[src/usb_sniffer_pkg.sv]
// Shared types for the USB sniffer: data byte, capture record, controller FSM states
`default_nettype none

package usb_sniffer_pkg;

    // One byte on the ULPI data bus or the UART path
    typedef logic [7:0] byte_t;

    // One captured packet
    // Field order is also the order on the UART
    // Fields not seen in the packet read as zero
    typedef struct packed {
        // First RX CMD byte of the packet
        byte_t cmd;
        // First data byte
        byte_t pid;
        // Second data byte
        byte_t d1;
        // Third data byte
        byte_t d2;
    } capture_rec_t;

    // Save machine
    // Idle until the receiver flags a packet, then one write cycle
    typedef enum logic {
        SAVE_IDLE,
        SAVE_WRITE
    } save_state_t;

    // Drain machine
    // Pop one record, then send its four bytes one after another
    typedef enum logic [1:0] {
        // Waiting for a record in the FIFO
        DRAIN_IDLE,
        // Pop strobe, head record latched
        DRAIN_POP,
        // Start strobe for the current byte
        DRAIN_SEND,
        // Byte on the line
        DRAIN_WAIT
    } drain_state_t;

endpackage

`default_nettype wire
[src/usb_sniffer_top.sv]
// USB sniffer top level: ULPI receiver, capture FIFO, controller and UART transmitter
`timescale 1ns/1ps
`default_nettype none

module usb_sniffer_top import usb_sniffer_pkg::*; #(
    parameter int FIFO_DEPTH   = 8,
    parameter int CLKS_PER_BIT = 16
) (
    input  wire logic   clk,
    input  wire logic   MASTER_RST,
    input  wire logic   dir,
    input  wire logic   nxt,
    input  wire byte_t  data,
    output logic        tx,
    output logic [4:0]  leds
);

    // Receiver to controller
    capture_rec_t rec;
    logic         new_packet;
    logic         rx_busy;

    // Controller and FIFO
    logic         push;
    capture_rec_t wr_rec;
    logic         pop;
    capture_rec_t rd_rec;
    logic         full;
    logic         empty;
    logic         overflow;

    // Controller and UART
    byte_t        tx_byte;
    logic         tx_start;
    logic         tx_busy;

    ulpi_receiver receiver_i (
        .clk        (clk),
        .MASTER_RST (MASTER_RST),
        .dir        (dir),
        .nxt        (nxt),
        .data       (data),
        .rec        (rec),
        .new_packet (new_packet),
        .rx_busy    (rx_busy)
    );

    capture_fifo #(
        .FIFO_DEPTH (FIFO_DEPTH)
    ) fifo_i (
        .clk        (clk),
        .MASTER_RST (MASTER_RST),
        .push       (push),
        .wr_rec     (wr_rec),
        .pop        (pop),
        .rd_rec     (rd_rec),
        .full       (full),
        .empty      (empty),
        .overflow   (overflow)
    );

    capture_ctrl ctrl_i (
        .clk        (clk),
        .MASTER_RST (MASTER_RST),
        .rec        (rec),
        .new_packet (new_packet),
        .rx_busy    (rx_busy),
        .rd_rec     (rd_rec),
        .full       (full),
        .empty      (empty),
        .overflow   (overflow),
        .tx_busy    (tx_busy),
        .push       (push),
        .wr_rec     (wr_rec),
        .pop        (pop),
        .tx_byte    (tx_byte),
        .tx_start   (tx_start),
        .leds       (leds)
    );

    uart_tx #(
        .CLKS_PER_BIT (CLKS_PER_BIT)
    ) uart_i (
        .clk        (clk),
        .MASTER_RST (MASTER_RST),
        .tx_byte    (tx_byte),
        .tx_start   (tx_start),
        .tx         (tx),
        .tx_busy    (tx_busy)
    );

endmodule

`default_nettype wire

[src/capture_ctrl.sv]
// Capture controller: save FSM, drain FSM to the UART, status LEDs
`timescale 1ns/1ps
`default_nettype none

module capture_ctrl import usb_sniffer_pkg::*; (
    input  wire logic          clk,
    input  wire logic          MASTER_RST,
    input  wire capture_rec_t  rec,
    input  wire logic          new_packet,
    input  wire logic          rx_busy,
    input  wire capture_rec_t  rd_rec,
    input  wire logic          full,
    input  wire logic          empty,
    input  wire logic          overflow,
    input  wire logic          tx_busy,
    output logic               push,
    output capture_rec_t       wr_rec,
    output logic               pop,
    output byte_t              tx_byte,
    output logic               tx_start,
    output logic [4:0]         leds
);

    save_state_t  save_state;
    drain_state_t drain_state;

    // Record being sent and position inside it
    capture_rec_t drain_rec;
    logic [1:0]   byte_idx;

    // Overflow seen since reset
    logic ovf_sticky;

    // Save machine
    always_ff @(posedge clk) begin
        if (MASTER_RST) begin
            save_state <= SAVE_IDLE;
        end else begin
            case (save_state)
                SAVE_IDLE: begin
                    if (new_packet) begin
                        save_state <= SAVE_WRITE;
                    end
                end
                SAVE_WRITE: begin
                    // One write cycle per packet
                    save_state <= SAVE_IDLE;
                end
                default: save_state <= SAVE_IDLE;
            endcase
        end
    end

    // Record held for the write cycle
    always_ff @(posedge clk) begin
        if (new_packet) begin
            wr_rec <= rec;
        end
    end

    assign push = (save_state == SAVE_WRITE);

    // Drain machine
    always_ff @(posedge clk) begin
        if (MASTER_RST) begin
            drain_state <= DRAIN_IDLE;
            byte_idx    <= 2'd0;
        end else begin
            case (drain_state)
                DRAIN_IDLE: begin
                    if (!empty) begin
                        drain_state <= DRAIN_POP;
                    end
                end
                DRAIN_POP: begin
                    byte_idx    <= 2'd0;
                    drain_state <= DRAIN_SEND;
                end
                DRAIN_SEND: begin
                    // UART busy rises on the same edge
                    drain_state <= DRAIN_WAIT;
                end
                DRAIN_WAIT: begin
                    if (!tx_busy) begin
                        if (byte_idx == 2'd3) begin
                            drain_state <= DRAIN_IDLE;
                        end else begin
                            byte_idx    <= byte_idx + 2'd1;
                            drain_state <= DRAIN_SEND;
                        end
                    end
                end
                default: drain_state <= DRAIN_IDLE;
            endcase
        end
    end

    // Head latched while it is popped
    always_ff @(posedge clk) begin
        if (drain_state == DRAIN_POP) begin
            drain_rec <= rd_rec;
        end
    end

    assign pop      = (drain_state == DRAIN_POP);
    assign tx_start = (drain_state == DRAIN_SEND);

    // Byte order on the line is CMD, PID, D1, D2
    always_comb begin
        case (byte_idx)
            2'd0:    tx_byte = drain_rec.cmd;
            2'd1:    tx_byte = drain_rec.pid;
            2'd2:    tx_byte = drain_rec.d1;
            default: tx_byte = drain_rec.d2;
        endcase
    end

    // Status LEDs
    always_ff @(posedge clk) begin
        if (MASTER_RST) begin
            ovf_sticky <= 1'b0;
            leds       <= 5'd0;
        end else begin
            if (overflow) begin
                ovf_sticky <= 1'b1;
            end
            leds[0] <= empty;
            leds[1] <= full;
            leds[2] <= ovf_sticky || overflow;
            leds[3] <= (drain_state != DRAIN_IDLE);
            leds[4] <= rx_busy;
        end
    end

    // A byte is only started on an idle transmitter
    assert property (@(posedge clk) disable iff (MASTER_RST)
        tx_start |-> !tx_busy);

endmodule

`default_nettype wire

[src/uart_tx.sv]
// UART 8N1 transmitter, LSB first, bit period set by parameter
`timescale 1ns/1ps
`default_nettype none

module uart_tx import usb_sniffer_pkg::*; #(
    parameter int CLKS_PER_BIT = 16
) (
    input  wire logic   clk,
    input  wire logic   MASTER_RST,
    input  wire byte_t  tx_byte,
    input  wire logic   tx_start,
    output logic        tx,
    output logic        tx_busy
);

    localparam int CNT_W = (CLKS_PER_BIT > 1) ? $clog2(CLKS_PER_BIT) : 1;

    // Clocks inside one bit period
    typedef logic [CNT_W-1:0] bit_cnt_t;

    bit_cnt_t   clk_cnt;
    // Bits already sent in the frame
    logic [3:0] bit_idx;
    // Stop, data, start; bit 0 is on the line
    logic [9:0] shift;

    // Idle line is high, all ones once the frame is out
    assign tx = shift[0];

    always_ff @(posedge clk) begin
        if (MASTER_RST) begin
            clk_cnt <= '0;
            bit_idx <= 4'd0;
            shift   <= '1;
            tx_busy <= 1'b0;
        end else if (!tx_busy) begin
            if (tx_start) begin
                // Frame loaded, start bit goes out next cycle
                shift   <= {1'b1, tx_byte, 1'b0};
                clk_cnt <= '0;
                bit_idx <= 4'd0;
                tx_busy <= 1'b1;
            end
        end else if (clk_cnt == bit_cnt_t'(CLKS_PER_BIT - 1)) begin
            clk_cnt <= '0;
            // Ones shifted in keep the line high after stop
            shift   <= {1'b1, shift[9:1]};
            if (bit_idx == 4'd9) begin
                // End of stop bit
                tx_busy <= 1'b0;
            end else begin
                bit_idx <= bit_idx + 4'd1;
            end
        end else begin
            clk_cnt <= clk_cnt + bit_cnt_t'(1);
        end
    end

endmodule

`default_nettype wire

[src/capture_fifo.sv]
// Synchronous capture record FIFO with full, empty and overflow flags
`timescale 1ns/1ps
`default_nettype none

module capture_fifo import usb_sniffer_pkg::*; #(
    parameter int FIFO_DEPTH = 8
) (
    input  wire logic          clk,
    input  wire logic          MASTER_RST,
    input  wire logic          push,
    input  wire capture_rec_t  wr_rec,
    input  wire logic          pop,
    output capture_rec_t       rd_rec,
    output logic               full,
    output logic               empty,
    output logic               overflow
);

    localparam int PTR_W = (FIFO_DEPTH > 1) ? $clog2(FIFO_DEPTH) : 1;

    // Pointer and occupancy widths
    typedef logic [PTR_W-1:0] ptr_t;
    typedef logic [PTR_W:0]   cnt_t;

    capture_rec_t mem [FIFO_DEPTH];

    ptr_t wr_ptr;
    ptr_t rd_ptr;
    cnt_t count;

    // Accepted strobes
    logic do_push;
    logic do_pop;

    assign do_push = push && !full;
    assign do_pop  = pop && !empty;

    assign full  = (count == cnt_t'(FIFO_DEPTH));
    assign empty = (count == '0);

    // Head of queue, valid while not empty
    assign rd_rec = mem[rd_ptr];

    always_ff @(posedge clk) begin
        if (MASTER_RST) begin
            wr_ptr   <= '0;
            rd_ptr   <= '0;
            count    <= '0;
            overflow <= 1'b0;
        end else begin
            // Dropped push flagged for one cycle
            overflow <= push && full;
            if (do_push) begin
                // Depth is a power of two, pointers wrap by themselves
                wr_ptr <= wr_ptr + ptr_t'(1);
            end
            if (do_pop) begin
                rd_ptr <= rd_ptr + ptr_t'(1);
            end
            if (do_push && !do_pop) begin
                count <= count + cnt_t'(1);
            end else if (do_pop && !do_push) begin
                count <= count - cnt_t'(1);
            end
        end
    end

    // Storage
    always_ff @(posedge clk) begin
        if (do_push) begin
            mem[wr_ptr] <= wr_rec;
        end
    end

    // Controller must not pop an empty FIFO
    assert property (@(posedge clk) disable iff (MASTER_RST)
        pop |-> !empty);

endmodule

`default_nettype wire

[src/ulpi_receiver.sv]
// ULPI receive path: turnaround tracking, RX CMD and data byte capture, packet-end pulse
`timescale 1ns/1ps
`default_nettype none

module ulpi_receiver import usb_sniffer_pkg::*; (
    input  wire logic         clk,
    input  wire logic         MASTER_RST,
    input  wire logic         dir,
    input  wire logic         nxt,
    input  wire byte_t        data,
    output capture_rec_t      rec,
    output logic              new_packet,
    output logic              rx_busy
);

    // DIR one cycle back, for edge detection
    logic       dir_q;
    // First RX CMD already taken
    logic       cmd_seen;
    // Data bytes captured so far, stops at three
    logic [1:0] data_cnt;

    // Turnaround is the first cycle with DIR high
    logic dir_rise;
    // First cycle with DIR seen low again
    logic dir_fall;
    // Bus owned by the PHY and past turnaround
    logic rx_active;

    assign dir_rise  = dir && !dir_q;
    assign dir_fall  = !dir && dir_q;
    assign rx_active = dir && dir_q;

    // Busy while the PHY drives the bus
    assign rx_busy = dir;

    always_ff @(posedge clk) begin
        if (MASTER_RST) begin
            dir_q      <= 1'b0;
            cmd_seen   <= 1'b0;
            data_cnt   <= 2'd0;
            new_packet <= 1'b0;
        end else begin
            dir_q      <= dir;
            // Pulse only when the packet carried data
            new_packet <= dir_fall && (data_cnt != 2'd0);

            if (dir_rise) begin
                // New packet, start from a clean record
                cmd_seen <= 1'b0;
                data_cnt <= 2'd0;
            end else if (rx_active) begin
                if (!nxt) begin
                    // RX CMD, later ones are dropped
                    cmd_seen <= 1'b1;
                end else if (data_cnt != 2'd3) begin
                    data_cnt <= data_cnt + 2'd1;
                end
            end
        end
    end

    // Record fields, payload only
    always_ff @(posedge clk) begin
        if (dir_rise) begin
            rec <= '0;
        end else if (rx_active) begin
            if (!nxt) begin
                if (!cmd_seen) begin
                    rec.cmd <= data;
                end
            end else begin
                // Data bytes land in order, extra bytes ignored
                case (data_cnt)
                    2'd0: rec.pid <= data;
                    2'd1: rec.d1  <= data;
                    2'd2: rec.d2  <= data;
                    default: ;
                endcase
            end
        end
    end

    // Packet end never flagged while the PHY owns the bus
    assert property (@(posedge clk) disable iff (MASTER_RST)
        new_packet |-> !dir);

endmodule

`default_nettype wire

[config.mk]
export PLATFORM = sky130hd
export DESIGN_NAME = usb_sniffer_top
export DESIGN_NICKNAME = d
export VERILOG_FILES = /design/src/usb_sniffer_pkg.sv /design/src/usb_sniffer_top.sv /design/src/capture_ctrl.sv /design/src/uart_tx.sv /design/src/capture_fifo.sv /design/src/ulpi_receiver.sv
export SDC_FILE = /design/constraint.sdc
export NUM_CORES = 1
export LEC_CHECK = 0
export BUFFER_PORTS_ARGS = -buffer_cell sky130_fd_sc_hd__clkbuf_2
export CAP_MARGIN = 10
export CORE_ASPECT_RATIO = 1.5
export CORE_UTILIZATION = 40
export CTS_CLUSTER_SIZE = 8
export DETAILED_ROUTE_END_ITERATION = 10
export GPL_TIMING_DRIVEN = 0
export RECOVER_POWER = 25
export REMOVE_ABC_BUFFERS = 1
export SYNTH_ARGS = -nofsm -noshare
export SYNTH_HDL_FRONTEND = slang
export SYNTH_SLANG_ARGS = --single-unit
[constraint.sdc]
create_clock -name clk -period 5.9 [get_ports clk]
set_input_delay 1.77 -clock clk [delete_from_list [all_inputs] [get_ports clk]]
set_output_delay 1.77 -clock clk [all_outputs]
set_load 0.02 [all_outputs]
==> flow_metrics.env <==
export IMPL_result_of_the_run="complete, no violations"
export IMPL_dieArea_um2=38180
export IMPL_synth_area_um2=14950
export IMPL_worstHoldPathCells=0
export IMPL_max_slew_margin_rel=0.3490
export IMPL_crit_path_start="receiver_i.dir_q"
export IMPL_design_power_total_uw=5868
export IMPL_drt_iter0_markers=449
export IMPL_route_antenna_remaining_nets=0
export IMPL_crit_path_cells="clkbuf_2"
export IMPL_drt_wirelength_per_cell_um=20.67
export IMPL_synth_avg_cell_area_um2=18.26
export IMPL_cp_arrival_ns=1.15
export IMPL_final_nets=900
export IMPL_setup_worst_path_class="reg -> out"
export IMPL_final_cell_area_um2=17410
export IMPL_critical_path_cell_count=1
export IMPL_power_per_cell_area_nw_per_um2=337.0
export IMPL_post_route_util=0.4731
export IMPL_cts_buffers_inserted=55
export IMPL_io_buffer_count=17
export IMPL_max_freq_mhz=342.7
export IMPL_final_layout_size_suffix_gt1_frac=0.1987
export IMPL_hp_class="reg -> reg"
export IMPL_worstPathMaxFanout=5
export IMPL_detail_route_wirelength_met1_um=11730
export IMPL_worst_r2r_path_depth=8
export IMPL_timing_critical_path_slowest_stage_cell="sky130_fd_sc_hd__dfxtp_1"
export IMPL_period_share=0.4946
export IMPL_setup_worst_path_start_class="flop"
export IMPL_drt_pass1_iterations=5
export IMPL_coreArea_um2=36800
export IMPL_hold_viol_final=0
export IMPL_placement_cell_area_um2=15830
export IMPL_ys_warn_count=0
export IMPL_cts_max_level=2
export IMPL_syn_to_final_growth_pct=16.42
export IMPL_irDropWorstVdd_v=0.0001922
export IMPL_detailroute_wirelength_met2_um=15510
export IMPL_global_route_wire_length_before_repair_um=44570
export IMPL_clock_sinks=396
export IMPL_ys_flop_type="sky130_fd_sc_hd__edfxtp_1"
export IMPL_final_critical_delay_including_setup_and_external_delays_ns=2.918
export IMPL_finalWirelength_um=28940
export IMPL_cts_repair_resize_count=0
export IMPL_grt_setup_unrepaired="false"
export IMPL_clock_tree_buffer_depth=3
export IMPL_cts_tree="yes"
export IMPL_synth_yosys_seq_area_share=0.7443
export IMPL_cts_setup_buffers=0
export IMPL_insertedDiodeCount=0
export IMPL_met3RoutedLength_um=886
export IMPL_critical_path_reg2reg_startpoint="fifo_i.count[0]"
export IMPL_gp_routability_congestion=0.7304
export IMPL_post_synth_edffs=320
export IMPL_critical_path_required_ns=4.13
export IMPL_clk_latency_ns=0.56
export IMPL_hold_path_startpoint="receiver_i.rec[16]"
export IMPL_clk_pin_slew_worst_paths_ns=0.05
export IMPL_hold_buffers=0
export IMPL_finalSetupViolations=0
export IMPL_grt_overflow_total=0
export IMPL_floorplan_rows=86
export IMPL_slew_violations=0
export IMPL_grt_pass1_vias=7617
export IMPL_dpl_hpwl_um=17440
export IMPL_cpPeakStageDelay_ns=0.39
export IMPL_die_y_um=238.8
export IMPL_asyncSetResetFlopFracSynth=0
export IMPL_yosysUniqueCellTypes=51
export IMPL_worstSetupEndpointType="primary output"
export IMPL_leakage_uw=0.005755
export IMPL_boundaryPins=18
export IMPL_grt_max_degree=51
export IMPL_highest_signal_layer="met4"
export IMPL_routed_via_count=7288
export IMPL_antenna_violations_before_repair=0
export IMPL_clock_root_buffer="sky130_fd_sc_hd__clkbuf_16"
export IMPL_final_setup_skew_ns=0.02154
export IMPL_synth_seq_cells=396
export IMPL_vias_per_cell=5.206
export IMPL_critical_path_n_buffers_inverters=1
export IMPL_gr_usage_all_layers=0.1559
export IMPL_timing_worst_slew_pin_value_ns=0.9765
export IMPL_drc=0
export IMPL_worst_path_dominant_cell_family="flip-flops"
export IMPL_initial_core_util=0.4064
export IMPL_synth_cells=819
export IMPL_max_cap_violations=0
export IMPL_fp_dieW_um=159.9
==> final cells by class <==
type / count / area [um^2]
multi-input cells: 369 / 3611
repair buffers: 37 / 429.2
clock buffers: 99 / 1541
fillers: 3148 / 19390
clock inverters: 3 / 37.54
flip-flops and latches: 396 / 11140
inverters: 12 / 45.04
well taps: 484 / 605.6
==> where the power goes <==
group	leakage, uW	total, uW	internal (uW)	switching (uW)
clock network	0.000747	2840	1740	1090
registers	0.00364	3000	2990	5.42
logic	0.00137	37.3	12.2	25.1
==> metal layers <==
metal	vias to the layer above	GRT usage
met4	0	0.06061
met5	-	0
met2	132	0.2865
met1	3753	0.1835
li1	3346	-
met3	57	0.02203
==> cells in the final DEF (no fill, tap or decap), drive strengths merged, types with 2 or more instances in the layout <==
master,count
or4b,2
dfxtp,76
nor3b,2
a221oi,7
inv,12
o21ai,5
nand2,78
mux2i,10
o211ai,7
buf,20
nor2,37
nand3,10
nor2b,6
a21oi,38
nand3b,2
and2,5
xnor2,2
clkinv,3
ha,16
a211oi,2
nand2b,3
clkbuf,116
a222oi,8
nor3,8
mux4,64
mux2,33
xor2,6
edfxtp,320
==> path summary, 6_finish.rpt <==
| check | end | slack [ns] |
|---|---|---|
| max | leds[4] | 2.98 |
| min | ctrl_i.wr_rec[16] | 0.43 |
| max reg2reg | fifo_i.mem[0][13] | 3.04 |
| min reg2reg | ctrl_i.wr_rec[16] | 0.43 |
==> cells in the mapped netlist, drive strengths merged, types with 2 or more instances <==
library cell | count | area share
xnor2 | 2 | 0.0012
ha | 16 | 0.013
nand2 | 78 | 0.020
nor3 | 8 | 0.0027
or4b | 2 | 0.0013
o21ai | 5 | 0.0017
a222oi | 8 | 0.0054
a221oi | 7 | 0.0041
dfxtp | 76 | 0.10
mux2 | 33 | 0.025
nand3b | 2 | 0.0010
nor2b | 6 | 0.0025
inv | 12 | 0.0030
a211oi | 2 | 0.0010
mux4 | 64 | 0.10
nor2 | 37 | 0.0095
a21oi | 38 | 0.013
clkbuf | 20 | 0.0050
nand3 | 10 | 0.0033
edfxtp | 320 | 0.64
nor3b | 2 | 0.0010
and2 | 5 | 0.0021
nand2b | 3 | 0.0013
o211ai | 7 | 0.0035
buf | 22 | 0.012
mux2i | 10 | 0.0067
xor2 | 6 | 0.0035
==> through the flow <==
step                std cells  setup slack, ns  hold WS [ns]  setup TNS [ns]
floorplan                 777            2.059        0.4076               0
global placement         1278          -0.5302        0.4118          -27.18
detailed placement       1298            2.655        0.4146               0
CTS                      1400            2.956        0.4269               0
global route             1400            2.839        0.4333               0
finish                   1400            2.982        0.4256               0
==> registers in the layout, summed over array words and instances, names as in the netlist, 2 cells and up <==
signal	flops
uart_i.shift	9
ctrl_i.drain_state	2
fifo_i.mem	256
fifo_i.wr_ptr	3
ctrl_i.byte_idx	2
receiver_i.data_cnt	2
ctrl_i.wr_rec	32
uart_i.clk_cnt	4
ctrl_i.leds	4
ctrl_i.drain_rec	32
uart_i.bit_idx	4
fifo_i.count	4
receiver_i.rec	32
fifo_i.rd_ptr	3
==> cells by family (layout without fill, tap and decap cells) <==
kind of cell    count (synthesis)  in the layout  synth area share
buf+inv                        54            151           0.01991
flops                         396            396            0.7443
compound gates                 75             75           0.03255
mux                           107            107            0.1350
xor+xnor                        8              8          0.004686
fa+ha+maj                      17             17           0.01473
simple gates                  162            162           0.04886
(Power assumes the default switching activity.)
